File: src/hw/cachePkg.sv
package cachePkg;

  // byte address split: tag | index | offset
  localparam int AddrWidth    = 32;
  localparam int TagWidth     = 21;
  localparam int IndexWidth   = 6;
  localparam int OffsetWidth  = 5;

  // two ways of 64 sets, four doublewords per line
  localparam int NumSets      = 64;
  localparam int LineWidth    = 256;
  localparam int WordWidth    = 64;
  localparam int WordsPerLine = 4;

  // a line is stored as two SRAM halves
  localparam int SramWidth    = 128;

  // raw view for the ports, field view for the arrays
  typedef union packed {
    logic [AddrWidth-1:0] raw;
    struct packed {
      logic [TagWidth-1:0]    tag;
      logic [IndexWidth-1:0]  index;
      logic [OffsetWidth-1:0] offset;
    } f;
  } cacheAddr_u;

  typedef logic [WordWidth-1:0] dword_t;
  typedef logic [LineWidth-1:0] line_t;
  typedef logic [7:0]           byteMask_t;

endpackage

File: src/hw/tagStore.sv
`timescale 1ns/1ps

module tagStore import cachePkg::*; (
  input  logic                  clk,
  input  logic                  rst_n,
  input  logic [IndexWidth-1:0] index_i,
  input  logic [TagWidth-1:0]   tag_i,
  input  logic                  tagWe_i,
  input  logic                  wayWe_i,
  input  logic                  setDirty_i,
  input  logic                  clearDirty_i,
  input  logic                  hitWay_i,
  input  logic                  victimWay_i,
  output logic                  way1Hit_o,
  output logic                  way2Hit_o,
  output logic                  victimDirty_o,
  output logic [AddrWidth-1:0]  victimAddr_o
);

  logic [TagWidth-1:0] tagMem [2][NumSets];
  logic [NumSets-1:0]  validQ [2];
  logic [NumSets-1:0]  dirtyQ [2];
  logic                dirtyWay;
  cacheAddr_u          victimAddr;

  // install marks the victim way, a store hit marks the hitting way
  assign dirtyWay = tagWe_i ? wayWe_i : hitWay_i;

  always_ff @(posedge clk) begin
    if (tagWe_i) begin
      tagMem[wayWe_i][index_i] <= tag_i;
    end
  end

  always_ff @(posedge clk or negedge rst_n) begin
    if (!rst_n) begin
      validQ <= '{default: '0};
      dirtyQ <= '{default: '0};
    end else begin
      if (tagWe_i) begin
        validQ[wayWe_i][index_i] <= 1'b1;
      end
      if (setDirty_i) begin
        dirtyQ[dirtyWay][index_i] <= 1'b1;
      end else if (clearDirty_i) begin
        dirtyQ[dirtyWay][index_i] <= 1'b0;
      end
    end
  end

  assign way1Hit_o = validQ[0][index_i] && (tagMem[0][index_i] == tag_i);
  assign way2Hit_o = validQ[1][index_i] && (tagMem[1][index_i] == tag_i);

  // invalid lines are never dirty, so no valid check here
  assign victimDirty_o = dirtyQ[victimWay_i][index_i];

  // write-back address comes from the stored tag, not the request
  always_comb begin
    victimAddr.f.tag    = tagMem[victimWay_i][index_i];
    victimAddr.f.index  = index_i;
    victimAddr.f.offset = '0;
  end

  assign victimAddr_o = victimAddr.raw;

  // a line is only ever installed after both ways missed on it
  noDoubleHit: assert property (@(posedge clk) disable iff (!rst_n)
    !(way1Hit_o && way2Hit_o));

endmodule

File: config.mk
export PLATFORM = sky130hd
export DESIGN_NAME = tagStore
export DESIGN_NICKNAME = d
export VERILOG_FILES = /design/src/hw/cachePkg.sv /design/src/hw/tagStore.sv
export SDC_FILE = /design/constraint.sdc
export NUM_CORES = 2
export LEC_CHECK = 0
export BUFFER_PORTS_ARGS = -buffer_cell sky130_fd_sc_hd__buf_2
export CAP_MARGIN = 20
export CORE_ASPECT_RATIO = 1.1
export CORE_MARGIN = 4
export CORE_UTILIZATION = 40
export CTS_BUF_LIST = sky130_fd_sc_hd__clkbuf_4 sky130_fd_sc_hd__clkbuf_8
export CTS_CLUSTER_SIZE = 25
export DETAILED_ROUTE_END_ITERATION = 16
export PLACE_DENSITY = 0.61
export SYNTH_ARGS = -nofsm -noshare
export SYNTH_HDL_FRONTEND = slang
export SYNTH_SLANG_ARGS = --single-unit
File: constraint.sdc
create_clock -name clk -period 6.2 [get_ports clk]
set_clock_uncertainty 0.2 [all_clocks]
set_input_delay 1.24 -clock clk [delete_from_list [all_inputs] [get_ports clk]]
set_output_delay 1.24 -clock clk [all_outputs]
set_load 0.02 [all_outputs]
; Yosys cells after proc, flatten, opt, wreduce, memory -nomap -nowiden
; Memories as Yosys holds them, arrays and structs flattened.
; Index checks and enable logic that the tools add are counted.
[classes]
order_cmp = 9
n_eq_ne = 2
mux = 31
bitwise_logic = 8
reduce_logical = 7
[ops]
columns = operator, n
row1 = 1344-bit two-way mux, 1
row2 = 21-bit binary-select mux with 6-bit select, 3
row3 = 64-bit two-way mux, 5
row4 = 128-bit two-way mux, 2
row5 = 128-bit OR, 2
row6 = 21-bit two-way mux, 7
row7 = 128-bit AND, 1
row8 = 64-bit demux with 1-bit select, 2
row9 = 128-bit inverter, 1
row10 = 21-bit demux with 6-bit select, 1
row11 = 21-bit == test, 2
row12 = 1-bit binary-select mux with 6-bit select, 3
row13 = "7-bit greater-or-equal comparator, second input constant", 1
row14 = "6-bit by 7-bit < comparator with 1-bit output, second input constant", 1
row15 = "7-bit by 1-bit < comparator with 1-bit output, second input constant", 1
row16 = 6-bit inverter with 7-bit output, 1
row17 = 1-bit demux with 6-bit select, 1
row18 = "2-bit greater-or-equal comparator, second input constant", 3
row19 = "6-bit by 1-bit greater-or-equal comparator with 1-bit output, second input constant", 1
row20 = 1-bit logical AND, 6
row21 = 1-bit two-way mux, 6
row22 = 1-bit inverter with 2-bit output, 3
row23 = "2-bit by 1-bit < comparator with 1-bit output, second input constant", 2
row24 = 2-bit nonzero test, 1
[word_totals]
reg_bits = 256
mem_bits_rw = 2688
in_bits = 35
output_inout_bits = 35
elab_cells = 62
mem_count = 1
[mem_list]
columns = memory, words, width, read_ports, rd_ports_with_merged_regs, wr, line_no
row1 = tagMem, 2, 1344, 3, 0, 1, tagStore.sv:20  ; logic [TagWidth-1:0] tagMem [2][NumSets];

; Logic depth before layout (Yosys ltp)
[logic_depth]
word_depth = 10
mapped_depth = 16
depth_no_buf = 9

; Worst setup path after synthesis
; No wires, ideal clock.
[synth_timing]
path_type = input -> output
startpoint = input port index_i[1]
endpoint = output port way1Hit_o
t_arrival_ns = 3.999
required_time_ns = 4.760
path_slack_ns = 0.761
cell_stages = 14
path_buffers = 5
path_cell_list = buf_4 > buf_2 > nor3b_2 > buf_2 > buf_1 > buf_1 > a22oi_1 > a31oi_1 > a21oi_1 > nand4_1 > xor2_1 > nor4_1 > nand4_1 > nor4b_2
[synth_via]
elab_chain_cells = 6
word_cells_on_any_way = 8
classes_between = 1 x eq/ne / 5 x mux / 1 x bitwise / 1 x reduce/logical
[synth_rtl]
columns = element, line_no
row1 = from (decl), tagStore.sv:6  ; input logic [IndexWidth-1:0] index_i,
row2 = 6-bit inverter with 7-bit output (not written as such), tagStore.sv:51  ; assign way1Hit_o = validQ[0][index_i] && (tagMem[0][index_i] == tag_i);
row3 = 21-bit binary-select mux with 6-bit select, tagStore.sv:51
row4 = 21-bit two-way mux (not written as such) (2 in series), tagStore.sv:51
row5 = 21-bit == test, tagStore.sv:51
row6 = 1-bit logical AND *, tagStore.sv:51
row7 = to (decl), tagStore.sv:14  ; output logic way1Hit_o,
; Mark *: on every way between the ends. The rest lies on a longest branch, timed or not. The select of a mux whose other input is x is not followed.

; Worst setup path after layout
; Ends and elaborated chain as after synthesis.

==> metrics <==
status=finished, violations left; failing checks=setup timing; layout cells sized above 1=a little under two fifths; register area share after synthesis=approximately 65%; CTS max path bufs=4; pin count of the biggest net entering global routing=130; global-route met1 utilization=a little over two fifths; synthesized flop and latch total=slightly below 3000; setup TNS=-1560 ps; EDFF count, synth=2688; Clock Latency Late Sink=between 1000 and 1500 ps; post-synthesis cell type count=89; Max Slew Vio Count=0; top cells by area, synth=edfxtp_1 (60%), mux4_2 (8.4%), mux2i_1 (5.7%); Async SR Flop Fraction=about 8.7%; Via density=6.78; Worst Setup Slack, final=-550 ps; Port Buf Inserts=64; Final #Nets=between 10000 and 15000; cell area after synthesis=~0.13 mm²; Layout area overhead=22.7%; drt wl/cell=between 40 and 50 µm; Final ANT Viol Nets=0; DRT iter0 DRCs=between 15000 and 20000; FF-to-FF setup slack=between 5000 and 6000 ps; H-Tree Depth=5; Die H=approximately 600 µm; Power Density=278 mW/mm²; Fin. Hold Viols=0; Synth Instances=between 8000 and 9000; io pins=70; Core ar.=approximately 0.33 mm²; met2 usage=53.7%; initial antenna violation count=39; Tcrit/Tclk final=109%; busiest grt layer=met2; P_leak=about 58 nW; Initial Utilization=between 40% and 50%; synthesized area per cell=15.7 µm²; met3 usage=between 8 and 9%; worst slew pin tran=1280 ps; CP Capture Type=primary output; DP HPWL=446000 µm; via count=just over 100k; gr usage total=between 30 and 40%; VDD IR max=between 0.0002 and 0.00025 V; Rel. slew slack=approximately 14%; RSZ-0062 raised after global routing=yes; Critical Path AT=5310 ps; worst hold slack=approximately 240 ps; Initial DRT Pass Iterations=6; Synth area leader=edfxtp_1; Final min period=a little under 7000 ps; CP startpoint kind=primary input; Hold Path Class=primary input to flip-flop; Synth top area share=60.2%; CTS tree=built; vias in the first global route=approximately 98000; RD Place Congestion=1.03; first-pass GRT wire length=849000 µm; Max FO, Critical Path=13; die width=560 µm; gr ovfl total=0; final setup vio count=8; Syn. warnings=0; fmax=148 MHz; root buffer cell=clkbuf_8; clock sink total=2944; Tot Pwr=approximately 46 mW; Crit Path Class=primary input to primary output; number of remaining DRC errors=0; CTS Buf Count=480; max-cap violation count=0; clk slew on worst S/H paths=roughly 70 ps; FP Rows=roughly 220; WL final=~640000 µm; Req. time, crit path=4760 ps; prevailing post-synth register cell=edfxtp_1; Die Area=0.344 mm²
kinds of logic after synthesis:
kind of cell	share of synthesized area, %
flip-flops	65.0
multiplexers	18.0
AO/OA/AOI/OAI	9.12
AND/OR/NAND/NOR	4.99
buffers and inverters	2.59
XOR/XNOR	0.261
other	0.00280
critical path: stages:
cell and delay [ps]:
buf_16 150, buf_4 210, and2b_4 250, buf_6 200
buf_6 190, a221o_1 350, a222oi_1 420, o211ai_1 440
nor4_2 560, xor2_1 200, buf_4 160, nand3_2 100
nor4b_4 320, buf_6 200, buf_4 140, buf_12 100
per-layer routing:
layer / part of all wire, % / up-vias
met5: 0.0094 / -
met4: 11 / 10
met3: 12 / 2108
met2: 44 / 8799
met1: 34 / 51600
li1: - / 38100
registers in the layout, summed over array words and instances, names as in the netlist, named ones only:
| register | flops |
|---|---|
| tagMem | 2688 |
| validQ | 128 |
final timing paths:
| kind | cells past startpoint | end | startpoint |
|---|---|---|---|
| setup / recovery | 16 | way1Hit_o | index_i[1] |
| hold / removal | 1 | tagMem[0][1289]$_DFFE_PP_ | tag_i[8] |
| setup reg to reg | 1 | validQ[98]$_DFFE_PN0P_ | validQ[98]$_DFFE_PN0P_ |
| hold reg to reg | 1 | validQ[115]$_DFFE_PN0P_ | validQ[115]$_DFFE_PN0P_ |
| max in group asynchronous | 3 | async pin | rst_n |
| min in group asynchronous | 2 | validQ[34]$_DFFE_PN0P_ | rst_n |
cells in the final DEF (no fill, tap or decap), drive strengths merged, types with 19 or more instances in the layout:
master and n:
a221oi 157, inv 23, mux2 476, a21oi 210
a22o 94, nand2 274, nor2 571, clkbuf 637
clkinv 198, o211ai 21, a22oi 334, a222oi 22
a2111oi 22, xnor2 27, dfrtp 256, o21ai 119
nand3 52, bufinv 34, or2 131, nand4 80
o2bb2ai 19, nor4 77, buf 1697, a31oi 43
nor3 55, a221o 53, mux4 498, o221ai 19
edfxtp 2688, mux2i 758, a211oi 47, o22ai 466
area by class of cell:
class / count / area, µm²
clock inverter: 255 / 2160
multi-input combinational: 4894 / 45300
sequential: 2944 / 87100
clock buffer: 633 / 7960
fill: 28000 / 169000
timing repair buffer: 1705 / 16300
tap: 4368 / 5470
antenna: 18 / 45.0
inverter: 10 / 53.8
power breakdown:
| part | switching [mW] | internal [mW] |
|---|---|---|
| logic | 3.36 | 2.07 |
| clock network | 8.42 | 9.80 |
| registers | 0.141 | 22.0 |
metrics by stage:
stage | std cells | utilization (%) | cell area [µm²] | worst slack, ps
2_1_floorplan | 8548 | - | 134000 | 761
3_3_place_gp | 13900 | 45.9 | 153000 | -1930
3_5_place_dp | 13900 | 45.9 | 153000 | -1420
4_1_cts | 14800 | 49.2 | 164000 | -625
5_1_grt | 14800 | 49.4 | 164000 | -430
6_report | 14800 | 49.4 | 164000 | -550
Yosys cell counts, types with 94 or more instances:
library cell	count
a21oi_1	210
a221oi_1	157
a22o_1	94
a22oi_1	334
buf_1	119
buf_2	238
clkbuf_1	243
dfrtp_1	256
edfxtp_1	2688
mux2_2	473
mux2i_1	758
mux4_2	498
nand2_1	274
nor2_1	569
o21ai_0	119
o22ai_1	466
or2_2	131
repair_timing:
action	4_1_cts	5_1_grt
hold endpoints to repair	48	0
resized for setup	91	61
hold buffers	1	0
endpoints found under the setup margin	15	11
cloned	4	3
setup buffers	25	8
pin swaps	17	24
(Power assumes the default switching activity.)
