## config.mk

```make
export PLATFORM = sky130hd
export DESIGN_NAME = dcacheCtrl
export DESIGN_NICKNAME = d
export VERILOG_FILES = /design/src/hw/cachePkg.sv /design/src/hw/memBusPkg.sv /design/src/hw/dcacheCtrl.sv
export SDC_FILE = /design/constraint.sdc
export NUM_CORES = 1
export LEC_CHECK = 0
export BUFFER_PORTS_ARGS = -buffer_cell sky130_fd_sc_hd__buf_2
export CELL_PAD_IN_SITES_DETAIL_PLACEMENT = 1
export CELL_PAD_IN_SITES_GLOBAL_PLACEMENT = 1
export CORE_AREA = 2 2 748 750
export CTS_CLUSTER_SIZE = 16
export DETAILED_ROUTE_END_ITERATION = 10
export DIE_AREA = 0 0 750 752
export HOLD_SLACK_MARGIN = 0.08
export PLACE_DENSITY_LB_ADDON = 0.1
export SYNTH_ARGS = -nofsm -noshare
export SYNTH_HDL_FRONTEND = slang
export SYNTH_SLANG_ARGS = --single-unit
```

## constraint.sdc

```tcl
create_clock -name clk -period 4.9 [get_ports clk]
set_input_delay 0.98 -clock clk [delete_from_list [all_inputs] [get_ports clk]]
set_output_delay 0.98 -clock clk [all_outputs]
set_load 0.05 [all_outputs]
```

## src/hw/cachePkg.sv

```systemverilog
package cachePkg;

  // byte address split: tag | index | offset
  localparam int AddrWidth    = 32;
  localparam int TagWidth     = 21;
  localparam int IndexWidth   = 6;
  localparam int OffsetWidth  = 5;

  // two ways of 64 sets, four doublewords per line
  localparam int NumSets      = 64;
  localparam int LineWidth    = 256;
  localparam int WordWidth    = 64;
  localparam int WordsPerLine = 4;

  // a line is stored as two SRAM halves
  localparam int SramWidth    = 128;

  // raw view for the ports, field view for the arrays
  typedef union packed {
    logic [AddrWidth-1:0] raw;
    struct packed {
      logic [TagWidth-1:0]    tag;
      logic [IndexWidth-1:0]  index;
      logic [OffsetWidth-1:0] offset;
    } f;
  } cacheAddr_u;

  typedef logic [WordWidth-1:0] dword_t;
  typedef logic [LineWidth-1:0] line_t;
  typedef logic [7:0]           byteMask_t;

endpackage

```

## src/hw/memBusPkg.sv

```systemverilog
package memBusPkg;

  // refill comes back as a burst of doublewords
  localparam int BeatWidth  = 64;
  localparam int BurstLen   = 4;

  // a dirty victim leaves in a single transfer
  localparam int WriteWidth = BeatWidth * BurstLen;

  typedef logic [$clog2(BurstLen)-1:0] beatCount_t;

endpackage

```

## src/hw/dcacheCtrl.sv

```systemverilog
`timescale 1ns/1ps

module dcacheCtrl
  import cachePkg::*;
  import memBusPkg::*;
(
  input  logic                  clk,
  input  logic                  rst_n,
  // pipeline
  input  logic                  valid_i,
  input  logic                  isStore_i,
  input  logic [AddrWidth-1:0]  addr_i,
  input  dword_t                storeData_i,
  input  byteMask_t             storeMask_i,
  output logic                  addrOk_o,
  output logic                  dataOk_o,
  output dword_t                loadData_o,
  // tag store
  input  logic                  way1Hit_i,
  input  logic                  way2Hit_i,
  input  logic                  victimDirty_i,
  input  logic [AddrWidth-1:0]  victimAddr_i,
  output logic [IndexWidth-1:0] lookupIndex_o,
  output logic [TagWidth-1:0]   lookupTag_o,
  output logic                  tagWe_o,
  output logic                  wayWe_o,
  output logic                  setDirty_o,
  output logic                  clearDirty_o,
  output logic                  hitWay_o,
  output logic                  victimWay_o,
  // data SRAMs
  input  logic [SramWidth-1:0]  way1LoData_i,
  input  logic [SramWidth-1:0]  way1HiData_i,
  input  logic [SramWidth-1:0]  way2LoData_i,
  input  logic [SramWidth-1:0]  way2HiData_i,
  output logic                  way1En_o,
  output logic                  way1We_o,
  output logic                  way2En_o,
  output logic                  way2We_o,
  output logic [IndexWidth-1:0] sramAddr_o,
  output logic [SramWidth-1:0]  sramLoData_o,
  output logic [SramWidth-1:0]  sramHiData_o,
  output logic [SramWidth-1:0]  sramLoMask_o,
  output logic [SramWidth-1:0]  sramHiMask_o,
  // refill buffer
  output logic                  beatValid_o,
  output logic                  beatLast_o,
  output logic                  clearBuffer_o,
  output logic                  mergeStore_o,
  output logic [1:0]            wordSel_o,
  output dword_t                storeData_o,
  output byteMask_t             storeMask_o,
  input  line_t                 refillLine_i,
  // memory
  output logic                  memRdValid_o,
  output logic [AddrWidth-1:0]  memRdAddr_o,
  input  logic                  memRdReady_i,
  input  logic                  memRdDataValid_i,
  input  logic                  memRdLast_i,
  output logic                  memWrValid_o,
  output logic [AddrWidth-1:0]  memWrAddr_o,
  output logic [WriteWidth-1:0] memWrData_o,
  input  logic                  memWrReady_i
);

  enum logic [2:0] {Idle, Compare, WriteBack, Request, Refill, Install} stateQ, stateD;

  cacheAddr_u           inAddr;
  cacheAddr_u           reqQ;
  cacheAddr_u           rdAddr;
  logic                 isStoreQ;
  dword_t               storeDataQ;
  byteMask_t            storeMaskQ;
  logic                 victimWayQ;
  logic [3:0]           lfsrQ;
  logic                 accept;
  logic                 hit;
  logic                 storeHit;
  logic                 install;
  logic [WordWidth-1:0] byteBits;
  line_t                laneMask;
  line_t                hitLine;
  line_t                srcLine;

  assign inAddr.raw = addr_i;
  assign accept     = valid_i && addrOk_o;
  assign hit        = way1Hit_i || way2Hit_i;
  assign storeHit   = (stateQ == Compare) && hit && isStoreQ;
  assign install    = (stateQ == Install);

  // a store hit owns the SRAM port in compare, so no new request then
  assign addrOk_o = (stateQ == Idle) || ((stateQ == Compare) && hit && !isStoreQ);
  assign dataOk_o = ((stateQ == Compare) && hit) || install;

  // request latch
  always_ff @(posedge clk or negedge rst_n) begin
    if (!rst_n) begin
      isStoreQ <= 1'b0;
    end else if (accept) begin
      isStoreQ <= isStore_i;
    end
  end

  always_ff @(posedge clk) begin
    if (accept) begin
      reqQ       <= inAddr;
      storeDataQ <= storeData_i;
      storeMaskQ <= storeMask_i;
    end
  end

  // x^4 + x^3 + 1, free running
  always_ff @(posedge clk or negedge rst_n) begin
    if (!rst_n) begin
      lfsrQ      <= 4'b0001;
      victimWayQ <= 1'b0;
    end else begin
      lfsrQ <= {lfsrQ[2:0], lfsrQ[3] ^ lfsrQ[2]};
      if ((stateQ == Compare) && !hit) begin
        victimWayQ <= lfsrQ[0];
      end
    end
  end

  always_ff @(posedge clk or negedge rst_n) begin
    if (!rst_n) begin
      stateQ <= Idle;
    end else begin
      stateQ <= stateD;
    end
  end

  always_comb begin
    stateD = stateQ;
    case (stateQ)
      Idle: begin
        if (valid_i) begin
          stateD = Compare;
        end
      end
      Compare: begin
        if (!hit) begin
          stateD = victimDirty_i ? WriteBack : Request;
        end else if (isStoreQ || !valid_i) begin
          stateD = Idle;
        end
      end
      WriteBack: begin
        if (memWrReady_i) begin
          stateD = Request;
        end
      end
      Request: begin
        if (memRdReady_i) begin
          stateD = Refill;
        end
      end
      Refill: begin
        if (memRdDataValid_i && memRdLast_i) begin
          stateD = Install;
        end
      end
      Install: begin
        stateD = Idle;
      end
      default: begin
        stateD = Idle;
      end
    endcase
  end

  // tag store control
  assign lookupIndex_o = reqQ.f.index;
  assign lookupTag_o   = reqQ.f.tag;
  assign tagWe_o       = install;
  assign wayWe_o       = victimWayQ;
  assign hitWay_o      = way2Hit_i;
  // in compare the dirty check must already see the way about to be picked
  assign victimWay_o   = (stateQ == Compare) ? lfsrQ[0] : victimWayQ;
  assign setDirty_o    = storeHit || (install && isStoreQ);
  assign clearDirty_o  = install && !isStoreQ;

  // reads launch on acceptance with the incoming index, writes use the latch
  assign way1We_o   = (storeHit && way1Hit_i) || (install && !victimWayQ);
  assign way2We_o   = (storeHit && way2Hit_i) || (install && victimWayQ);
  assign way1En_o   = accept || way1We_o;
  assign way2En_o   = accept || way2We_o;
  assign sramAddr_o = accept ? inAddr.f.index : reqQ.f.index;

  always_comb begin
    for (int b = 0; b < 8; b++) begin
      byteBits[8*b +: 8] = {8{storeMaskQ[b]}};
    end
  end

  // byte strobes moved to the addressed doubleword of the line
  assign laneMask = line_t'(byteBits) << (reqQ.f.offset[4:3] * WordWidth);

  // store data already sits in its lane, so both copies line up with the mask
  assign sramLoData_o = install ? refillLine_i[SramWidth-1:0] : {2{storeDataQ}};
  assign sramHiData_o = install ? refillLine_i[LineWidth-1:SramWidth] : {2{storeDataQ}};
  assign sramLoMask_o = install ? '1 : laneMask[SramWidth-1:0];
  assign sramHiMask_o = install ? '1 : laneMask[LineWidth-1:SramWidth];

  // load data from the hitting way, or straight from the refill on a miss
  assign hitLine    = way2Hit_i ? {way2HiData_i, way2LoData_i} : {way1HiData_i, way1LoData_i};
  assign srcLine    = install ? refillLine_i : hitLine;
  assign loadData_o = srcLine[reqQ.f.offset[4:3] * WordWidth +: WordWidth];

  // refill buffer control
  assign beatValid_o   = (stateQ == Refill) && memRdDataValid_i;
  assign beatLast_o    = memRdLast_i;
  assign clearBuffer_o = (stateQ == Compare) && !hit;
  assign mergeStore_o  = isStoreQ;
  assign wordSel_o     = reqQ.f.offset[4:3];
  assign storeData_o   = storeDataQ;
  assign storeMask_o   = storeMaskQ;

  always_comb begin
    rdAddr          = reqQ;
    rdAddr.f.offset = '0;
  end

  assign memRdValid_o = (stateQ == Request);
  assign memRdAddr_o  = rdAddr.raw;
  assign memWrValid_o = (stateQ == WriteBack);
  assign memWrAddr_o  = victimAddr_i;
  // SRAM outputs still hold the set read at acceptance
  assign memWrData_o  = victimWayQ ? {way2HiData_i, way2LoData_i}
                                   : {way1HiData_i, way1LoData_i};

  rdWrExclusive: assert property (@(posedge clk) disable iff (!rst_n)
    !(memRdValid_o && memWrValid_o));

  noDataOkInIdle: assert property (@(posedge clk) disable iff (!rst_n)
    (stateQ == Idle) |-> !dataOk_o);

endmodule

```

Yosys cells after proc, flatten, opt, wreduce, memory -nomap -nowiden
Index checks and enable logic that the tools add are counted.
{"block": "op_classes", "n_eq_ne": 10, "mux": 17, "n_shift": 2, "reduce_logical": 28, "n_bitwise": 1}
{"cell": "2-to-1 mux 256 bit", "n": 3}
{"cell": "2-to-1 mux 128 bit", "n": 4}
{"cell": "indexed part select 256 x 9 -> 64 bit", "n": 1}
{"cell": "<< shifter 64 x 8 -> 256 bit", "n": 1}
{"cell": "2-to-1 mux 3 bit", "n": 6}
{"cell": "case mux 3 bit (5 select lines)", "n": 1}
{"cell": "logical AND 1 bit", "n": 13}
{"cell": "logical OR 1 bit", "n": 9}
{"cell": "== test 3 x 2 -> 1 bit (second input constant)", "n": 2}
{"cell": "== test 3 bit (second input constant)", "n": 2}
{"cell": "2-to-1 mux 6 bit", "n": 1}
{"cell": "AND reduction 5 bit", "n": 1}
{"cell": "logical NOT 1 bit", "n": 4}
{"cell": "!= test 2 x 1 -> 1 bit (second input constant)", "n": 2}
{"cell": "!= test 2 bit (second input constant)", "n": 2}
{"cell": "== test 3 x 1 -> 1 bit (second input constant)", "n": 1}
{"cell": "logical NOT 3 bit", "n": 1}
{"cell": "!= test 3 x 2 -> 1 bit (second input constant)", "n": 1}
{"cell": "2-to-1 mux 1 bit", "n": 2}
{"cell": "XOR 1 bit", "n": 1}
{"block": "totals", "ff_bits": 113, "out_inout_bits": 1021}

Longest topological paths before layout
{"block": "depth", "ltp_word": 6, "mapped_depth": 10, "depth_no_buf": 6}

Worst setup path before layout
OpenSTA, ideal clock, no wires.
{"block": "synth_path", "kind": "in2reg", "start": "in way2Hit_i", "end": "reg reqQ[10] in the netlist's numbering (enable)", "t_arrival_ns": 5.063, "path_stages": 5, "path_slack_ns": -0.618, "required_ns": 4.445, "path_buffers": 1, "path_cell_list": "buf_2 -> o21bai_1 -> a211oi_1 -> nand2_1 -> inv_1"}
{"block": "synth_via", "elab_chain_len": 5}
{"element": "start, declared", "line_no": "dcacheCtrl.sv:20", "text": "input logic way2Hit_i,"}
{"element": "logical OR 1 bit", "line_no": "dcacheCtrl.sv:87", "text": "assign hit = way1Hit_i || way2Hit_i;"}
{"element": "logical AND 1 bit (2 in series)", "line_no": "dcacheCtrl.sv:92", "text": "assign addrOk_o = (stateQ == Idle) || ((stateQ == Compare) && hit && !isStoreQ);"}
{"element": "logical OR 1 bit", "line_no": "dcacheCtrl.sv:92"}
{"element": "net addrOk_o", "line_no": "dcacheCtrl.sv:15", "text": "output logic addrOk_o,"}
{"element": "logical AND 1 bit", "line_no": "dcacheCtrl.sv:86", "text": "assign accept = valid_i && addrOk_o;"}
{"element": "net accept", "line_no": "dcacheCtrl.sv:76", "text": "logic accept;"}
{"element": "end signal, assigned", "line_no": "dcacheCtrl.sv:106", "text": "reqQ <= inAddr;"}
{"element": "end, declared", "line_no": "dcacheCtrl.sv:69", "text": "cacheAddr_u reqQ;"}
The timed path passes the listed nets, and every way through them passes these cells.
A chain may end at the register's enable or synchronous reset.

Worst setup path after layout
{"block": "layout_path", "start": "reg stateQ[1] in the netlist's numbering", "end": "out loadData_o[28]"}
{"block": "layout_via", "elab_chain_len": 3}
{"element": "start, declared", "line_no": "dcacheCtrl.sv:66", "text": "enum logic [2:0] {Idle, Compare, WriteBack, Request, Refill, Install} stateQ, stateD;"}
{"element": "start signal, assigned", "line_no": "dcacheCtrl.sv:127", "text": "stateQ <= Idle;"}
{"element": "start signal, assigned", "line_no": "dcacheCtrl.sv:129", "text": "stateQ <= stateD;"}
{"element": "== test 3 bit", "line_no": "dcacheCtrl.sv:89", "text": "assign install = (stateQ == Install);"}
{"element": "2-to-1 mux 256 bit", "line_no": "dcacheCtrl.sv:207", "text": "assign srcLine = install ? refillLine_i : hitLine;"}
{"element": "indexed part select 256 x 9 -> 64 bit", "line_no": "dcacheCtrl.sv:208", "text": "assign loadData_o = srcLine[reqQ.f.offset[4:3] * WordWidth +: WordWidth];"}
{"element": "end, declared", "line_no": "dcacheCtrl.sv:17", "text": "output dword_t loadData_o,"}
Every way passes these cells.

==> results.json <==
{
  "grt_pass1_wl_microns": 412000,
  "rrSetupSlack_ps": 1600,
  "multi_input_area_sq_um": 11800,
  "synth_top_cells_by_area": "edfxtp_1, mux2_2, mux2i_1, buf_4, nand2_1",
  "switching_power_w": 0.0160,
  "combPwrFrac": 0.861,
  "p_sw_frac": 0.746,
  "grt_max_degree": 76,
  "endpoint": "loadData_o[28]",
  "synth_cell_types": 42,
  "first_pass_iters": 5,
  "hold_path.class": "reg -> reg",
  "intPower_w": 0.00545,
  "synth_async_sr_flop_share": 0.0818,
  "syn-mean-instance-area_sq_um": 8.32,
  "clk_root_buffer_cell": "clkbuf_16",
  "drive_above_1_share": 0.629,
  "ir_drop_mv": 0.215,
  "syn2layout_area_growth_pct": 100,
  "routed-via-count": 26165,
  "io_pins": 1936,
  "worst_pin_slew_ps": 979,
  "design_power_total_w": 0.0214,
  "regArea_sq_um": 3270,
  "status": "finished clean",
  "yosys_warnings": 0,
  "postCtsSetupBuffers": 0,
  "netlist.area_leader.share": 0.167,
  "antenna_found_initial": 419,
  "cts_tree": "done",
  "placed_cells": 11166,
  "drt_iter0_drc": 1245,
  "cts.htree.levels": 3,
  "floorplan.die_area_sq_um": 564000,
  "initial_core_util": 0.0326,
  "finalHoldViolCount": 0,
  "leakagePower_nw": 14.9,
  "grt_pass1_vias": 26685,
  "syn_area_sq_um": 18100,
  "worstSetupPathType": "reg -> out",
  "yosys.area.top_type": "edfxtp_1",
  "row_count": 274,
  "die_h_microns": 752,
  "cp-startpoint": "stateQ[1]$_DFFE_PN0P_",
  "reg2reg_to": "storeData_o[15]$_DFFE_PP_",
  "layout_setup_ws_ps": 190,
  "crit_required_ps": 3920,
  "drv_cap": 0,
  "final.setup_skew_ps": 35.4,
  "max_freq_ghz": 0.212,
  "grt_usage": 0.119,
  "synth_edf_count": 101,
  "min_period_ps": 4710,
  "ys_seq_elements": 110,
  "drc": 0,
  "clk_latency_ps": 620,
  "nets": 4645,
  "critPathMaxFanout": 59,
  "cts_buffers": 13,
  "cts.reportedPaths.clkPinSlew_ps": 150,
  "portBuffers": 1863,
  "synth_cells": 2179,
  "setup_viol": 0,
  "ys_seq_area_frac": 0.180,
  "dp_slack_ps": 395,
  "grt_overflow": 0,
  "relSlewSlack": 0.347,
  "power.share.sequential": 0.076,
  "reg2regPathDepth": 8,
  "layout.cells.non_filler": 11305,
  "end_kind": "output pin",
  "timing.rr.start": "stateQ[0]$_DFFE_PN0P_",
  "n_fill_cell": 66605,
  "wl_per_cell_microns": 31.2,
  "rsz0062_at_grt": "no",
  "cp_data_arrival_time_ps": 3730,
  "cts.sinks": 110,
  "dpl.hpwl_microns": 321000,
  "startpoint_type": "register",
  "wl_microns": 352000,
  "gp_congestion": 0.897,
  "final_core_util": 0.0653,
  "ant_nets": 0,
  "cts_buffer_depth": 3,
  "period_share": 0.961,
  "die_x_microns": 750,
  "clkPwrFrac": 0.063,
  "synth-main-ff-cell": "edfxtp_1",
  "drt-vias-per-instance": 2.31,
  "maxSlewViolCount": 0,
  "powerDensity_nw_per_um2": 591,
  "fin_tns_setup_ps": 0,
  "core_area_sq_um": 556000
}
==> area by class of cell <==
cell class	instances	area share
multi-input cells	1592	0.325
repair buffers	2008	0.308
well taps	7452	0.257
flip-flops and latches	110	0.0902
clock buffers	13	0.00896
diodes	121	0.00834
inverters	5	0.00107
clock inverters	4	0.000758
==> layer usage <==
metal / track usage / wire length [microns]
met5: 0 / 1760
met3: 0.0693 / 43900
met4: 0.0235 / 9370
met1: 0.120 / 123000
met2: 0.214 / 174000
==> cells in the mapped netlist (3+ instances only) <==
master,number
clkbuf_1,76
mux2_2,265
inv_1,3
o221ai_1,25
a22oi_1,65
buf_6,12
nor2_1,6
clkbuf_2,3
buf_4,293
nand2_1,516
buf_1,14
o21a_1,128
o21ai_0,124
o21ai_1,6
edfxtp_1,101
buf_2,77
nand2b_1,4
o221ai_2,40
nand4b_1,128
mux2i_1,258
and2_1,3
dfrtp_1,8
==> metrics by stage <==
stage                     instance area (sq um)  hold WS (ps)
after global routing                      36100           375
after global placement                    35600           334
after detailed placement                  35600           337
after floorplan                           18200           331
after CTS                                 36000           379
final                                     36300           369
==> layout by cell type (no fill, tap or decap), drive strengths merged, types with 2 or more instances in the layout <==
cell type / netlist / routed
nand2: 516 / 516
a22oi: 65 / 65
mux2i: 258 / 258
or2: 2 / 2
clkinv: 0 / 2
nand2b: 4 / 4
o21ai: 130 / 130
nand4b: 128 / 128
nor2: 6 / 6
o221ai: 65 / 65
and2: 3 / 3
diode: 0 / 121
inv: 5 / 6
buf: 397 / 2007
clkbuf: 79 / 13
o21bai: 2 / 2
dfrtp: 8 / 8
nand3: 2 / 2
o21a: 128 / 128
nor2b: 2 / 2
edfxtp: 101 / 101
nor3b: 2 / 2
a21oi: 2 / 2
mux2: 265 / 265
conb: 1 / 5
==> cells by family (layout without fill, tap and decap cells) <==
kind of cell,after synthesis,count (layout),synth area share
muxes,523,523,0.307
buffers and inverters,481,2030,0.171
DFF,110,110,0.180
and+or+nand+nor,668,668,0.177
other,1,126,0.000207
xor gates and xnor gates,1,1,0.000483
AOI/OAI and AO/OA,395,395,0.164
==> power groups by stage <==
stage | registers [W] | logic [W] | clock network (W)
after detailed placement | 0.00167 | 0.0190 | 0
after global placement | 0.00167 | 0.0191 | 0
after floorplan | 0.00222 | 0.0118 | 0
after CTS | 0.00166 | 0.0190 | 0.00152
after global routing | 0.00167 | 0.0193 | 0.00148
final | 0.00163 | 0.0185 | 0.00135
==> timing repair <==
action	4_1_cts	5_1_grt
resized for setup	2	0
endpoints found under the setup margin	2	0
endpoints found under the hold margin	4	0
hold buffers	1	0
==> sequential cells by signal (all words and copies together) (netlist names) <==
signal        count
storeData_o      64
reqQ             29
storeMask_o       8
lfsrQ             4
stateQ            3
mergeStore_o      1
wayWe_o           1
==> worst min path at each step <==
stage                     slack (ps)                  to  cells past startpoint          startpoint
final                            370  lfsrQ[2]$_DFF_PN0_                      0  lfsrQ[1]$_DFF_PN0_
after global routing             370  lfsrQ[2]$_DFF_PN0_                      0  lfsrQ[1]$_DFF_PN0_
after CTS                        380  lfsrQ[2]$_DFF_PN0_                      0  lfsrQ[1]$_DFF_PN0_
after detailed placement         340  lfsrQ[2]$_DFF_PN0_                      0  lfsrQ[1]$_DFF_PN0_
after global placement           330  lfsrQ[2]$_DFF_PN0_                      0  lfsrQ[1]$_DFF_PN0_
after floorplan                  330  lfsrQ[2]$_DFF_PN0_                      0  lfsrQ[1]$_DFF_PN0_
==> critical path: stages (launching register included) <==
cell      delay (ps)
dfrtp_4          660
inv_2            150
nand3_4          160
inv_16           280
nand2_1          300
o21a_1           170
o221ai_1         740
buf_2            440
(Power assumes the default switching activity.)
