$ cat config.mk
export PLATFORM = sky130hd
export DESIGN_NAME = refillBuffer
export DESIGN_NICKNAME = d
export VERILOG_FILES = /design/src/hw/cachePkg.sv /design/src/hw/memBusPkg.sv /design/src/hw/refillBuffer.sv
export SDC_FILE = /design/constraint.sdc
export NUM_CORES = 1
export LEC_CHECK = 0
export ABC_AREA = 1
export BUFFER_PORTS_ARGS = -buffer_cell sky130_fd_sc_hd__clkbuf_2
export CORE_MARGIN = 3
export CORE_UTILIZATION = 39
export DETAILED_ROUTE_END_ITERATION = 16
export PLACE_DENSITY_LB_ADDON = 0.2
export SETUP_SLACK_MARGIN = 0.02
export SKIP_CTS_REPAIR_TIMING = 1
export SLEW_MARGIN = 20
export SYNTH_ARGS = -nofsm -noshare
export SYNTH_HDL_FRONTEND = slang
export SYNTH_SLANG_ARGS = --single-unit
export TNS_END_PERCENT = 20
$ cat constraint.sdc
create_clock -name clk -period 1.84 [get_ports clk]
set_input_delay 0.276 -clock clk [delete_from_list [all_inputs] [get_ports clk]]
set_output_delay 0.276 -clock clk [all_outputs]
set_load 0.02 [all_outputs]
$ cat src/hw/cachePkg.sv
package cachePkg;

  // byte address split: tag | index | offset
  localparam int AddrWidth    = 32;
  localparam int TagWidth     = 21;
  localparam int IndexWidth   = 6;
  localparam int OffsetWidth  = 5;

  // two ways of 64 sets, four doublewords per line
  localparam int NumSets      = 64;
  localparam int LineWidth    = 256;
  localparam int WordWidth    = 64;
  localparam int WordsPerLine = 4;

  // a line is stored as two SRAM halves
  localparam int SramWidth    = 128;

  // raw view for the ports, field view for the arrays
  typedef union packed {
    logic [AddrWidth-1:0] raw;
    struct packed {
      logic [TagWidth-1:0]    tag;
      logic [IndexWidth-1:0]  index;
      logic [OffsetWidth-1:0] offset;
    } f;
  } cacheAddr_u;

  typedef logic [WordWidth-1:0] dword_t;
  typedef logic [LineWidth-1:0] line_t;
  typedef logic [7:0]           byteMask_t;

endpackage

$ cat src/hw/memBusPkg.sv
package memBusPkg;

  // refill comes back as a burst of doublewords
  localparam int BeatWidth  = 64;
  localparam int BurstLen   = 4;

  // a dirty victim leaves in a single transfer
  localparam int WriteWidth = BeatWidth * BurstLen;

  typedef logic [$clog2(BurstLen)-1:0] beatCount_t;

endpackage

$ cat src/hw/refillBuffer.sv
`timescale 1ns/1ps

module refillBuffer
  import cachePkg::*;
  import memBusPkg::*;
(
  input  logic       clk,
  input  logic       rst_n,
  input  logic       beatValid_i,
  input  logic       beatLast_i,
  input  dword_t     beatData_i,
  input  logic       clearBuffer_i,
  input  logic       mergeStore_i,
  input  logic [1:0] wordSel_i,
  input  dword_t     storeData_i,
  input  byteMask_t  storeMask_i,
  output line_t      refillLine_o
);

  logic [WordsPerLine-1:0][WordWidth-1:0] wordsQ;
  logic [WordsPerLine-1:0][WordWidth-1:0] wordsD;
  beatCount_t                             beatCntQ;
  logic                                   lastSeenQ;

  always_comb begin
    wordsD = wordsQ;
    if (beatValid_i) begin
      wordsD[beatCntQ] = beatData_i;
      // pending store bytes win over the refilled data
      if (beatLast_i && mergeStore_i) begin
        for (int b = 0; b < 8; b++) begin
          if (storeMask_i[b]) begin
            wordsD[wordSel_i][8*b +: 8] = storeData_i[8*b +: 8];
          end
        end
      end
    end
  end

  always_ff @(posedge clk) begin
    wordsQ <= wordsD;
  end

  always_ff @(posedge clk or negedge rst_n) begin
    if (!rst_n) begin
      beatCntQ  <= '0;
      lastSeenQ <= 1'b0;
    end else if (clearBuffer_i) begin
      beatCntQ  <= '0;
      lastSeenQ <= 1'b0;
    end else if (beatValid_i) begin
      beatCntQ  <= beatCntQ + 1'b1;
      lastSeenQ <= beatLast_i;
    end
  end

  assign refillLine_o = wordsQ;

  // memory must not run past the burst before the next miss
  noBeatAfterLast: assert property (@(posedge clk) disable iff (!rst_n)
    lastSeenQ |-> !beatValid_i);

endmodule

Word-level counts from Yosys, hierarchy flattened

Index checks and enable logic that the tools add are counted.
Widths: inputs -> output; s select.

$add $sub $neg: 1
Order comparisons: 4
Mux-type cells: 52
Reductions and logical operators: 4

Operator list:

| operator            | number |
|---|---|
| $mux 256            | 23 |
| $bwmux 256          | 9 |
| $demux 64 s2        | 9 |
| $mux 64             | 2 |
| $mux 56             | 1 |
| $mux 48             | 1 |
| $mux 40             | 1 |
| $mux 32             | 1 |
| $mux 24             | 1 |
| $mux 16             | 1 |
| $mux 8              | 1 |
| $lt 2x3->1 const B  | 2 |
| $ge 2x1->1 const B  | 2 |
| $mux 2              | 2 |
| $logic_and 1x1->1   | 3 |
| $add 2x1->2 const B | 1 |
| $reduce_bool 2->1   | 1 |

Register bits: 258
Output and inout bits: 256

Logic depth before layout (Yosys ltp)

Gate-level depths: netlist (run 1).

Depth in word-level cells: 36
Mapped depth: 9

Worst setup path before layout (run 1)

No wires, ideal clock.

Path type: register to register
From: register beatCntQ[0]
To: register wordsQ (netlist bit refillLine_o[48]), data pin
Arrival time: 1310 ps
Required time: 1587 ps
Setup slack: 277 ps
Stages on the path, launching flop included: 10
Buffers on the path: 3
Cells stage by stage: dfrtp_1 -> inv_1 -> ha_1 -> buf_2 -> buf_4 -> buf_4 -> nand2_1 -> o21ai_0 -> nand2_1 -> nand2_1

Cells in the longest elaborated chain, start to end: 36
Elaborated cells on any way between the ends: 37
Classes of those cells: order compare (2); mux (34); reduce/logical (1)

Ends and longest elaborated chain:

| what                                                           | line               | source |
|---|---|---|
| start: declaration                                             | refillBuffer.sv:22 | `beatCount_t beatCntQ;` |
| start signal: assignment                                       | refillBuffer.sv:52 | `beatCntQ <= beatCntQ + 1'b1;` |
| $lt 2x3->1 (not written as such) or $ge 2x1->1 (tied branches) | refillBuffer.sv:28 | `wordsD[beatCntQ] = beatData_i;` |
| $logic_and 1x1->1 (not written as such)                        | refillBuffer.sv:28 |  |
| $mux 64 (not written as such)                                  | refillBuffer.sv:28 |  |
| $demux 64 s2 *                                                 | refillBuffer.sv:28 |  |
| $bwmux 256 *                                                   | refillBuffer.sv:28 |  |
| $bwmux 256                                                     | refillBuffer.sv:33 | `wordsD[wordSel_i][8*b +: 8] = storeData_i[8*b +: 8];` |
| $mux 256                                                       | refillBuffer.sv:32 | `if (storeMask_i[b]) begin` |
| $mux 256                                                       | refillBuffer.sv:30 | `if (beatLast_i && mergeStore_i) begin` |
| [20 not listed]                                                | -                  |  |
| $mux 256                                                       | refillBuffer.sv:27 | `if (beatValid_i) begin` |
| $bwmux 256                                                     | refillBuffer.sv:33 |  |
| $mux 256                                                       | refillBuffer.sv:32 |  |
| $mux 256                                                       | refillBuffer.sv:30 |  |
| $mux 256                                                       | refillBuffer.sv:27 |  |
| $bwmux 256                                                     | refillBuffer.sv:33 |  |
| $mux 256                                                       | refillBuffer.sv:32 |  |
| $mux 256 *                                                     | refillBuffer.sv:30 |  |
| end signal: assignment                                         | refillBuffer.sv:41 | `wordsQ <= wordsD;` |
| end: declaration                                               | refillBuffer.sv:20 | `logic [WordsPerLine-1:0][WordWidth-1:0] wordsQ;` |

Every way passes the cells marked *; elsewhere a longest branch is shown, timed or not. The select of a mux whose other input is x is not followed.
A chain may end at the register's enable or synchronous reset.

Final worst setup path (run 1)

From: register beatCntQ[1]
To: register wordsQ (netlist bit refillLine_o[22]), data pin

Same word-level chain as after synthesis.

==> results.txt, run 1 <==
On the final layout, the worst clock skew is 6.92 ps. The length of the first detailed-routing pass in iterations is 5. The type of the most critical hold path is in -> reg. For this design, the slowest cell found on the critical path is sky130_fd_sc_hd__dfrtp_1. Global routing finished with a remaining overflow of 0. The floorplan step defined a die boundary enclosing 0.0395 mm^2.

The count of placed standard cells including taps is 2806. The total leakage power came out at 9.58 nW. The maximum buffer depth of the clock tree is 3. The power per cell area is 947 mW/mm^2. The relative max-transition margin came out at 46.9%. The worst reg-to-reg setup slack is 140 ps.

The critical-path maximum fanout is 78. Routability-driven placement finished with a final weighted congestion of 0.859. The post-layout instance count excluding filler cells came out at 2866. The deepest level of the CTS H-tree is 1. The core region is 0.0361 mm^2. The via count of the first global-routing pass is 13300. Of the post-synthesis cell area, the dominant cell type holds 53.1%. The initial antenna violation count was 4. The final number of hold-violating endpoints was 0. The critical path goes through inv_1 > ha_4 > buf_12 > o21ai_0 > nand2_1 > nand2_1. The tree is rooted in a sky130_fd_sc_hd__clkbuf_16. At the later pin of the worst-skew pair, clock insertion delay measures 560 ps. The worst hold slack after final layout came out at 12.2 ps. During synthesis, Yosys emitted a total of 0 warnings. After detailed routing, the number of remaining DRC violations is 0. The data required time at the worst endpoint is 2150 ps. In the detailed route, the total length drawn on met3 is 4.52 mm. After the first detailed-routing iteration, the DRC count stood at 1112. Setup violations remaining at the end of the flow were counted as 0. After layout, the worst path uses 92.2% of the clock period.

IR analysis of the VDD net gives a maximum drop of 0.000710 V. For this design, the sink count on the clock tree is 258. The layout overhead on the synthesized area came out at 26.4%. The detailed-route wire length per cell is 18.4 um.

The post-placement cell area came out at 0.0173 mm^2. For this block, wires on met1 add up to 22.1 mm. For this block, the routed nets add up to 52.8 mm of wire. In this design, the largest share of critical-path delay is due to buffers and inverters. For this run, the slowest stage of the critical path takes 440 ps. In the layout the commonest cells are 1409 x sky130_fd_sc_hd__nand2_1, 398 x sky130_fd_sc_hd__clkbuf_2, 256 x sky130_fd_sc_hd__edfxtp_1. The worst setup path is launched from a register. The most frequent standard cell in the layout excluding fill and tap cells is sky130_fd_sc_hd__nand2_1. Counting both buffers and inverters, the worst setup path holds a total of 2. By area the synthesized netlist is led by sky130_fd_sc_hd__edfxtp_1 53%, sky130_fd_sc_hd__nand2_1 37%, sky130_fd_sc_hd__o21ai_0 2.3%. Static timing analysis puts the maximum clock frequency at 0.590 GHz. The CTS tree is done. The arrival time of data at the critical path endpoint came out at 2000 ps. The number of CTS-inserted buffers is 30. The largest area contributor in the synthesized netlist is sky130_fd_sc_hd__edfxtp_1.

The detailed-routed wire length on met2 is 25.1 mm. The aggregate negative setup slack came out at 0 ps. In this run the remaining antenna-violating nets after routing total 0. The number of distinct library cells after synthesis came out at 18. Global routing used 25.9% of the available tracks across all layers. The proportion of synthesized chip area in sequential cells came out at 53.4%. The wire-length estimate of the detail-placed layout is 37.8 mm.

Cells with a size suffix above 1 make up 22.4% of the layout. The detailed router used layers up to and including met5. The width of the die is 199 um. The total of max-cap violations is 0.

The class of the most critical setup path is reg -> reg. In the routed layout, each cell is associated on average with a via count of 4.94. The number of nets at the end of the flow came out at 2526. The clock period minus worst slack is 1700 ps.

400 I/O pins were placed. The count of port buffers added during placement came out at 399. The gate count after technology mapping came out at 1963. A synthesized cell averages 7.38 um^2. The slew at the pin with the worst max-slew slack came out at 793 ps. The height of the die is 199 um. The number of storage elements in the synthesis netlist is 258. The flow ran to the end, and the final reports show no timing, DRC or antenna violations.

The standard-cell row count came out at 69. The endpoint type of the worst setup path is a register. The total vias in the final route came out at 14200. The first global-routing pass estimated 79.6 mm of wire. The post-synthesis instance area is 0.0145 mm^2. The area of all placed cells without fillers is 0.0183 mm^2.

The initial standard-cell utilization of the core is 40.1%. The final-report max-slew violation count came out at 0. Setup repair after global routing could not meet its margin everywhere. The pin count of the biggest net entering global routing is 79.

The CTS clock-pin slew for the worst setup and hold paths is 70 ps. The number of nets in the synthesized netlist is 2111. By instance count, the cell type seen most on the critical path is sky130_fd_sc_hd__nand2_1.
==> worst reg2reg max path: stages, from the launching register on <==
cell and delay (ps):
sky130_fd_sc_hd__dfrtp_1 440, sky130_fd_sc_hd__inv_1 190, sky130_fd_sc_hd__ha_4 190, sky130_fd_sc_hd__buf_12 290, sky130_fd_sc_hd__o21ai_0 190, sky130_fd_sc_hd__nand2_1 90
sky130_fd_sc_hd__nand2_1 60
==> routing by layer <==
layer,GRT usage [%],up-vias
met1,35.5,6480
met3,4.64,85
met4,6.09,6
met5,0,-
met2,43.0,622
li1,-,6976
==> logic make-up (layout without fill, tap and decap cells) <==
kind of cell,Yosys count,count (layout),share of synthesized area [%]
DFF,258,258,53.4
adders and majority gates,4,4,0.346
AOI/OAI and AO/OA,66,66,2.28
other,0,3,0
and+or+nand+nor,1497,1497,40.0
buffers and inverters,138,577,3.93
==> Yosys cell counts <==
| cell type | count |
|---|---|
| sky130_fd_sc_hd__dfrtp_1 | 2 |
| sky130_fd_sc_hd__inv_2 | 6 |
| sky130_fd_sc_hd__buf_1 | 1 |
| sky130_fd_sc_hd__ha_1 | 4 |
| sky130_fd_sc_hd__buf_4 | 5 |
| sky130_fd_sc_hd__nand2_4 | 1 |
| sky130_fd_sc_hd__nor2_4 | 8 |
| sky130_fd_sc_hd__nand2_2 | 35 |
| sky130_fd_sc_hd__nor2_1 | 32 |
| sky130_fd_sc_hd__clkbuf_1 | 23 |
| sky130_fd_sc_hd__buf_2 | 26 |
| sky130_fd_sc_hd__o21ai_0 | 66 |
| sky130_fd_sc_hd__or2_2 | 1 |
| sky130_fd_sc_hd__nand2_1 | 1409 |
| sky130_fd_sc_hd__edfxtp_1 | 256 |
| sky130_fd_sc_hd__nand3_1 | 10 |
| sky130_fd_sc_hd__nor2_2 | 1 |
| sky130_fd_sc_hd__inv_1 | 77 |
==> where the power goes <==
part           switching [mW]  internal (mW)
Clock                    2.47           3.49
Sequential              0.397           7.27
Combinational            2.52           1.19
==> per-stage QoR <==
| step | setup WS (ps) | power (mW) | util [%] |
|---|---|---|---|
| floorplan | 277 | 9.85 | - |
| detailed placement | 5.12 | 11.5 | 47.9 |
| finish | 144 | 17.3 | 50.7 |
| CTS | 106 | 17.4 | 50.7 |
| global placement | 66.1 | 11.4 | 47.9 |
| global route | 14.0 | 18.2 | 50.7 |
==> worst paths after layout <==
kind / endpoint / from / cells past startpoint
setup / recovery: refillLine_o[22]$_DFFE_PP_ / beatCntQ[1]$_DFFE_PN0P_ / 6
hold / removal: beatCntQ[1]$_DFFE_PN0P_ / clearBuffer_i / 3
setup reg to reg: refillLine_o[22]$_DFFE_PP_ / beatCntQ[1]$_DFFE_PN0P_ / 6
hold reg to reg: refillLine_o[238]$_DFFE_PP_ / refillLine_o[238]$_DFFE_PP_ / 4
max in group asynchronous: beatCntQ[0]$_DFFE_PN0P_ / rst_n / 2
min in group asynchronous: beatCntQ[1]$_DFFE_PN0P_ / rst_n / 2
==> final cells by class <==
class,count,area [um^2]
fillers,3543,17800
flip-flops and latches,258,7740
multi-input cells,1567,6220
repair buffers,438,2470
clock buffers,46,902
well taps,461,577
inverters,83,314
clock inverters,10,73.8
diodes,3,7.51
==> sequential cells by signal, summed over array words and instances, names as in the netlist <==
name          cells
refillLine_o    256
beatCntQ          2
(Power assumes the default switching activity.)
==> run 2: changes to the inputs <==
ABC_AREA = 0   (was 1)
==> run 2 against run 1 <==
The flow now finishes with violations (negative setup slack). Flip-flop and latch count unchanged. Synthesized cell count decreased by 56%. Hold slack improved by 53 ps. Count of clock-buffer cells in the layout down 10. Die area about the same. First-iteration DRC count shrank 58%. Final cell count down 37%. Area after synthesis is essentially flat. Critical endpoint is now refillLine_o[202]$_DFFE_PP_. Largest power group unchanged.
==> results.txt, run 2 <==
The most instantiated flip-flop cell in the synthesis netlist is sky130_fd_sc_hd__edfxtp_1. The most frequent standard cell in the layout excluding fill and tap cells is sky130_fd_sc_hd__mux2_2. The pin count of the biggest net entering global routing is 46 (-42%). The peak-usage layer in the global routing report is met2. The number of storage elements in the synthesis netlist came out at 258 (unchanged).

The initial antenna violation count is 6 (+2). Broken down by cell family, the worst path's largest delay share belongs to multiplexers. The core region area came out at 0.0361 mm^2 (unchanged).

The worst setup path is launched from a register. The initial detailed-routing violation count is 467 (-58%). The count of buffer and inverter cells on the critical path is 3 (+1). The cell at the slowest stage of the critical path is sky130_fd_sc_hd__dfrtp_1. The width of the die is 199 um (about the same).

The number of CTS-inserted buffers was 30 (unchanged). The count of placed standard cells including taps came out at 1744 (-38%). The slew at the pin with the worst max-slew slack was 470 ps (-324 ps). The CTS tree is done. The via count of the first global-routing pass came out at 9499 (-29%). The wire length of the first global-routing pass came out at 60.4 mm (-24%). The clock period minus worst slack is 1850 ps (+154 ps).

The cell with the most instances after synthesis is sky130_fd_sc_hd__mux2_2. The maximum single-stage delay on the critical path came out at 360 ps (-80 ps). The total of endpoints with negative setup slack in the final report is 5 (+5).

The number of enable flip-flop cells after synthesis came out at 256 (unchanged). The sequential standard cell area came out at 0.00774 mm^2 (unchanged). The total vias in the final route came out at 9395 (-34%). The height of the die is 199 um (about the same). The gate count after technology mapping came out at 868 (-56%). Relative to the synthesized area, the layout overhead comes to 31.9%. The aggregate negative setup slack came out at -29.9 ps (-29.9 ps). The relative max-transition margin is 68.7% (+22 points). The deepest level of the CTS H-tree came out at 1 (unchanged). The post-synthesis instance area is 0.0145 mm^2 (about the same). By area the synthesized netlist is led by sky130_fd_sc_hd__edfxtp_1 53%, sky130_fd_sc_hd__mux2_2 35%, sky130_fd_sc_hd__mux2_4 5.0%. The area of all placed cells without fillers is 0.0191 mm^2 (+4.3%). The insertion delay to the later sink of the worst-skew pair is 560 ps (about the same). The proportion of synthesized chip area in sequential cells is 53.4% (about the same). The initial standard-cell utilization of the core came out at 40.1% (about the same). The via density per instance came out at 5.17 (+4.6%). The area fraction of the dominant cell type after synthesis is 53.1% (about the same).

The detailed-route wire length per cell was 23.4 um (+27%). The data required time at the worst endpoint is 2150 ps (about the same). The class of the most critical setup path is reg -> reg. The total leakage power came out at 7.63 nW (-20%). The worst setup skew after layout came out at 18.1 ps (+11.2 ps). The post-layout instance count excluding filler cells was 1816 (-37%). The number of nets at the end of the flow came out at 1483 (-41%). The length of the first detailed-routing pass in iterations came out at 5 (unchanged). Setup repair after global routing could not meet its margin everywhere. The commonest cells after synthesis are 454 x sky130_fd_sc_hd__mux2_2, 256 x sky130_fd_sc_hd__edfxtp_1, 48 x sky130_fd_sc_hd__mux2_4, 28 x sky130_fd_sc_hd__buf_2, 13 x sky130_fd_sc_hd__nor2_4. The number of nets in the synthesized netlist is 1016 (-52%).

The largest area contributor in the synthesized netlist is sky130_fd_sc_hd__edfxtp_1. The post-detailed-route DRC marker count is 0 (unchanged). The placed wire-length estimate came out at 29.6 mm (-22%). The checks that failed: negative setup slack. The global router's overall resource usage was 19.9% (-6.0 points). The run finished, with violations left. The critical-path maximum fanout came out at 12 (-85%).

The post-route worst setup slack came out at -9.80 ps (-154 ps). The standard-cell row count was 69 (unchanged). The final number of hold-violating endpoints is 0 (unchanged). In this run the critical register-to-register path is launched from beatCntQ[1]$_DFFE_PN0P_.

The maximum vdd ir drop is 0.000743 V (+4.6%). The post-synthesis average cell area came out at 16.7 um^2 (+130%). The worst hold path begins at storeData_i[6].

The hold-critical path depth is 2 (-1). The area of the die is 0.0395 mm^2 (about the same). The share of the cycle needed by the critical path after routing was 101% (+8.4 points).

The count of port buffers added during placement came to 399 (unchanged). The met3 track utilization from global routing came out at 4.73% (+0.085 points). The overall routed net length is 42.4 mm (-20%). The area of the multi-input gates came out at 0.00670 mm^2 (+7.6%). The number of sinks on the clock net is 258 (unchanged).

The worst setup path is captured at a register. The number of warnings issued by yosys came out at 0 (unchanged). The met2 track demand over resource in global routing came out at 34.1% (-8.8 points). The post-place setup slack came out at -12.2 ps (-17.4 ps). The type of the most critical hold path is in -> reg.

The final-report max-slew violation count is 0 (unchanged). The routability-driven placement congestion ratio is 0.765 (-11%). The maximum buffer depth of the clock tree was 3 (unchanged). The worst hold slack after final layout was 65.7 ps (+53.5 ps). The number of nets with antenna violations after routing is 0 (unchanged).

The aggregate global routing overflow is 0 (unchanged). The async set-reset flop share out of synthesis is 0.775% (unchanged). The worst register-to-register path ends at refillLine_o[202]$_DFFE_PP_. The number of cells on the critical path is 6 (unchanged). The number of top-level design ports was 400 (unchanged). The worst hold path terminates at refillLine_o[6]$_DFFE_PP_.

Leaving out fill and tap cells, the most frequent cells in the layout are 416 x sky130_fd_sc_hd__mux2_2, 398 x sky130_fd_sc_hd__clkbuf_2, 256 x sky130_fd_sc_hd__edfxtp_1. The maximum operating frequency is 0.541 GHz (-8.3%). The worst reg-to-reg path cell count came to 6 (unchanged). The worst reg-to-reg setup slack came to -10 ps (-150 ps).

The flip-flop count of the largest register, all copies and words added came to 256 (unchanged). The post-placement cell area is 0.0177 mm^2 (+2.5%). The met1 layer usage reported by global route is 25.4% (-10 points). The number of filler cells placed in the layout is 3100 (-13%).

The critical path goes through buf_4 > ha_4 > buf_4 > buf_12 > mux2_2 > mux2_2. The fraction of layout cells with a size suffix above 1 is 77.9% (+55 points). The CTS clock-pin slew for the worst setup and hold paths is 60 ps (about the same). The total of max-cap violations was 0 (unchanged). The power per cell area came out at 898 mW/mm^2 (-5.2%). The arrival time of data at the critical path endpoint is 2160 ps (+160 ps). Clock tree synthesis selected as its root buffer the cell sky130_fd_sc_hd__clkbuf_16. The number of distinct library cells after synthesis came out at 22 (+4).
[run 2: cells by family (layout without fill, tap and decap cells)]
family | count (synthesis) | in the layout | share of synthesized area [%]
xor gates and xnor gates | 1 | 1 | 0.0605
adders and majority gates | 4 | 4 | 0.346
other | 0 | 3 | 0
muxes | 513 | 513 | 41.1
and+or+nand+nor | 50 | 50 | 3.38
buffers and inverters | 42 | 526 | 1.68
DFF | 258 | 258 | 53.4
[run 2: area by class of cell]
type	instances	share of cell area [%]
clock buffer	36	4.05
sequential	258	40.5
timing repair buffer	475	16.8
inverter	2	0.0393
clock inverter	13	0.504
antenna	3	0.0393
multi-input combinational	568	35.1
tap	461	3.02
[run 2: how the worst max path moves through the flow]
stage / startpoint / end / slack (ps)
after floorplan: beatCntQ[0]$_DFFE_PN0P_ / refillLine_o[160]$_DFFE_PP_ / -20
final: beatCntQ[1]$_DFFE_PN0P_ / refillLine_o[202]$_DFFE_PP_ / -10
after CTS: beatCntQ[1]$_DFFE_PN0P_ / refillLine_o[115]$_DFFE_PP_ / -30
after global placement: beatCntQ[0]$_DFFE_PN0P_ / refillLine_o[137]$_DFFE_PP_ / 10
after global routing: beatCntQ[1]$_DFFE_PN0P_ / refillLine_o[206]$_DFFE_PP_ / -60
after detailed placement: beatCntQ[1]$_DFFE_PN0P_ / refillLine_o[125]$_DFFE_PP_ / -10
[run 2: power by group]
group / leakage (nW) / switching (mW) / internal, mW / total, mW
sequential: 2.53 / 0.314 / 7.23 / 7.55
combinational: 4.68 / 2.04 / 2.13 / 4.16
clock: 0.423 / 2.36 / 3.09 / 5.45
[run 2: layer usage]
| layer | wire [um] | vias to the layer above |
|---|---|---|
| met5 | 36 | - |
| met4 | 1030 | 6 |
| met3 | 2640 | 58 |
| met2 | 21000 | 281 |
| met1 | 17700 | 4698 |
| li1 | - | 4352 |
[run 2: through the flow]
stage	total power, mW	util [%]
2_1_floorplan	10.1	-
3_3_place_gp	11.5	49.1
3_5_place_dp	11.6	49.1
4_1_cts	17.1	51.5
5_1_grt	17.9	52.9
6_report	17.2	52.9
[run 2: worst register-to-register path: cells and delay by family, from the launching register on]
kind	cells	cell delay, ps
fa+ha+maj	1	160
buf+inv	3	450
mux	2	620
flops	1	360
==> run 3: changes to the inputs <==
CTS_BUF_LIST = sky130_fd_sc_hd__clkbuf_8 sky130_fd_sc_hd__clkbuf_16   (was unset)
==> run 3 against run 2 <==
Critical path type unchanged. Design area stayed put. Core utilization stayed put. Hold slack stayed put. The flow still finishes with violations (negative setup slack).
==> results.txt, run 3 (synthesis gave the netlist of run 2 again) <==
The global router's overall resource usage came out at 19.9% (unchanged). The deepest level of the CTS H-tree is 1 (unchanged). The flip-flop count of the largest register, all copies and words added was 256 (unchanged).

The total of max-cap violations came out at 0 (unchanged). The standard-cell row count is 69 (unchanged). The detailed-route wire length per cell is 23.3 um (about the same). The post-route worst setup slack came out at -9.80 ps (unchanged). The arrival time of data at the critical path endpoint came out at 2160 ps (about the same).

The maximum single-stage delay on the critical path is 360 ps (about the same). The overall routed net length is 42.4 mm (about the same). The area of all placed cells without fillers came to 0.0191 mm^2 (unchanged). The pin count of the biggest net entering global routing came to 46 (unchanged). The data required time at the worst endpoint came out at 2150 ps (about the same). The total chip power came out at 17.1 mW (-0.21%). The width of the die is 199 um (unchanged). The area of the die is 0.0395 mm^2 (unchanged). The checks that failed: negative setup slack. The aggregate global routing overflow is 0 (unchanged).

The count of port buffers added during placement came to 399 (unchanged). The clock period minus worst slack is 1850 ps (unchanged). The class of the most critical setup path is reg -> reg. The insertion delay to the later sink of the worst-skew pair is 560 ps (about the same). The aggregate negative setup slack came out at -29.6 ps (+0.278 ps).

The launch instance of the worst min-delay path is storeData_i[6]. The worst hold path belongs to the class in -> reg. The power per cell area came out at 896 mW/mm^2 (-0.21%). The share of the cycle needed by the critical path after routing was 101% (unchanged). The core occupancy in the finished layout is 52.9% (unchanged).

Leaving out fill and tap cells, the most frequent cell in the layout is sky130_fd_sc_hd__mux2_2. The post-placement cell area came out at 0.0177 mm^2 (unchanged). The total vias in the final route came to 9395 (unchanged). The hold-critical path depth was 2 (unchanged).

The worst hold slack after final layout was 65.7 ps (unchanged). TritonCTS built the clock tree. The number of nets with antenna violations after routing was 0 (unchanged). The placed wire-length estimate came out at 29.6 mm (unchanged). The maximum vdd ir drop is 0.000743 V (about the same). The number of filler cells placed in the layout came out at 3100 (unchanged). The via density per instance came to 5.17 (unchanged). The area of the multi-input gates is 0.00670 mm^2 (unchanged). The kind of cell with the highest combined delay along the critical path is multiplexers. The number of sinks on the clock net is 258 (unchanged).

The signal on the critical path passes through buf_4 > ha_4 > buf_4 > buf_12 > mux2_2 > mux2_2. The number of CTS-inserted buffers came to 30 (unchanged). The CTS clock-pin slew for the worst setup and hold paths is 60 ps (about the same). The layout overhead on the synthesized area is 31.9% (unchanged). The total leakage power came out at 7.66 nW (+0.33%). The initial antenna violation count is 6 (unchanged).

In the layout the commonest cells are 416 x sky130_fd_sc_hd__mux2_2, 398 x sky130_fd_sc_hd__clkbuf_2, 256 x sky130_fd_sc_hd__edfxtp_1. The reg-to-reg endpoint is refillLine_o[202]$_DFFE_PP_. The root buffer cell is sky130_fd_sc_hd__clkbuf_16. The worst setup skew after layout is 18.4 ps (+0.304 ps). The maximum buffer depth of the clock tree came out at 3 (unchanged). The number of nets at the end of the flow is 1483 (unchanged). The sequential standard cell area came to 0.00774 mm^2 (unchanged). The initial standard-cell utilization of the core came to 40.1% (unchanged). The final number of hold-violating endpoints is 0 (unchanged). The total of endpoints with negative setup slack in the final report came out at 5 (unchanged). The final-report max-slew violation count came out at 0 (unchanged).

The worst reg-to-reg path cell count is 6 (unchanged). The post-detailed-route DRC marker count is 0 (unchanged). The routability-driven placement congestion ratio came out at 0.765 (unchanged). The maximum operating frequency is 0.541 GHz (unchanged).

The initial detailed-routing violation count came out at 469 (+0.43%). The count of buffer and inverter cells on the critical path came to 3 (unchanged). The fraction of layout cells with a size suffix above 1 came out at 77.9% (unchanged).

The endpoint with the worst hold slack is refillLine_o[6]$_DFFE_PP_. On the critical path, the stage with the largest delay is an instance of sky130_fd_sc_hd__dfrtp_1. The relative max-transition margin came out at 68.7% (about the same). In this run the critical register-to-register path is launched from beatCntQ[1]$_DFFE_PN0P_. STA classifies the critical path endpoint as a register. The worst reg-to-reg setup slack came to -10 ps (about the same). The height of the die is 199 um (unchanged). The critical-path maximum fanout is 12 (unchanged). The startpoint type of the worst setup path is a register.

The core region area came to 0.0361 mm^2 (unchanged). The run finished, with violations left. The wire length of the first global-routing pass is 60.4 mm (unchanged).

The length of the first detailed-routing pass in iterations came to 5 (unchanged). The slew at the pin with the worst max-slew slack came out at 469 ps (-0.00715 ps). Setup repair after global routing could not meet its margin everywhere. The via count of the first global-routing pass came to 9499 (unchanged). The number of top-level design ports was 400 (unchanged).
[run 3: where the power goes]
part / switching, mW / internal (mW) / leakage [nW]
Clock: 2.36 / 3.05 / 0.448
Combinational: 2.03 / 2.13 / 4.68
Sequential: 0.314 / 7.23 / 2.53
Total: 4.71 / 12.4 / 7.66
[run 3: layer usage]
layer	track usage, %	routed length (um)
met4	4.82	1020
met1	25.4	17700
met3	4.73	2650
met2	34.1	21000
met5	0	36
[run 3: through the flow]
step,instances,setup slack [ps]
6_report,1816,-9.80
5_1_grt,1816,-59.7
4_1_cts,1793,-29.4
3_5_place_dp,1744,-12.2
3_3_place_gp,1744,14.3
2_1_floorplan,868,-20.0
[run 3: worst max path at each step]
stage,start,end,slack (ps),depth (start not counted)
final,beatCntQ[1]$_DFFE_PN0P_,refillLine_o[202]$_DFFE_PP_,-10,6
after global routing,beatCntQ[1]$_DFFE_PN0P_,refillLine_o[206]$_DFFE_PP_,-60,6
after CTS,beatCntQ[1]$_DFFE_PN0P_,refillLine_o[115]$_DFFE_PP_,-30,5
after detailed placement,beatCntQ[1]$_DFFE_PN0P_,refillLine_o[125]$_DFFE_PP_,-10,5
after global placement,beatCntQ[0]$_DFFE_PN0P_,refillLine_o[137]$_DFFE_PP_,10,5
after floorplan,beatCntQ[0]$_DFFE_PN0P_,refillLine_o[160]$_DFFE_PP_,-20,6
[run 3: layout make-up]
class,count,share of cell area [%]
clock buffers,30,3.93
well taps,461,3.02
inverters,2,0.0393
clock inverters,19,0.622
flip-flops and latches,258,40.5
multi-input cells,568,35.1
repair buffers,475,16.8
diodes,3,0.0393
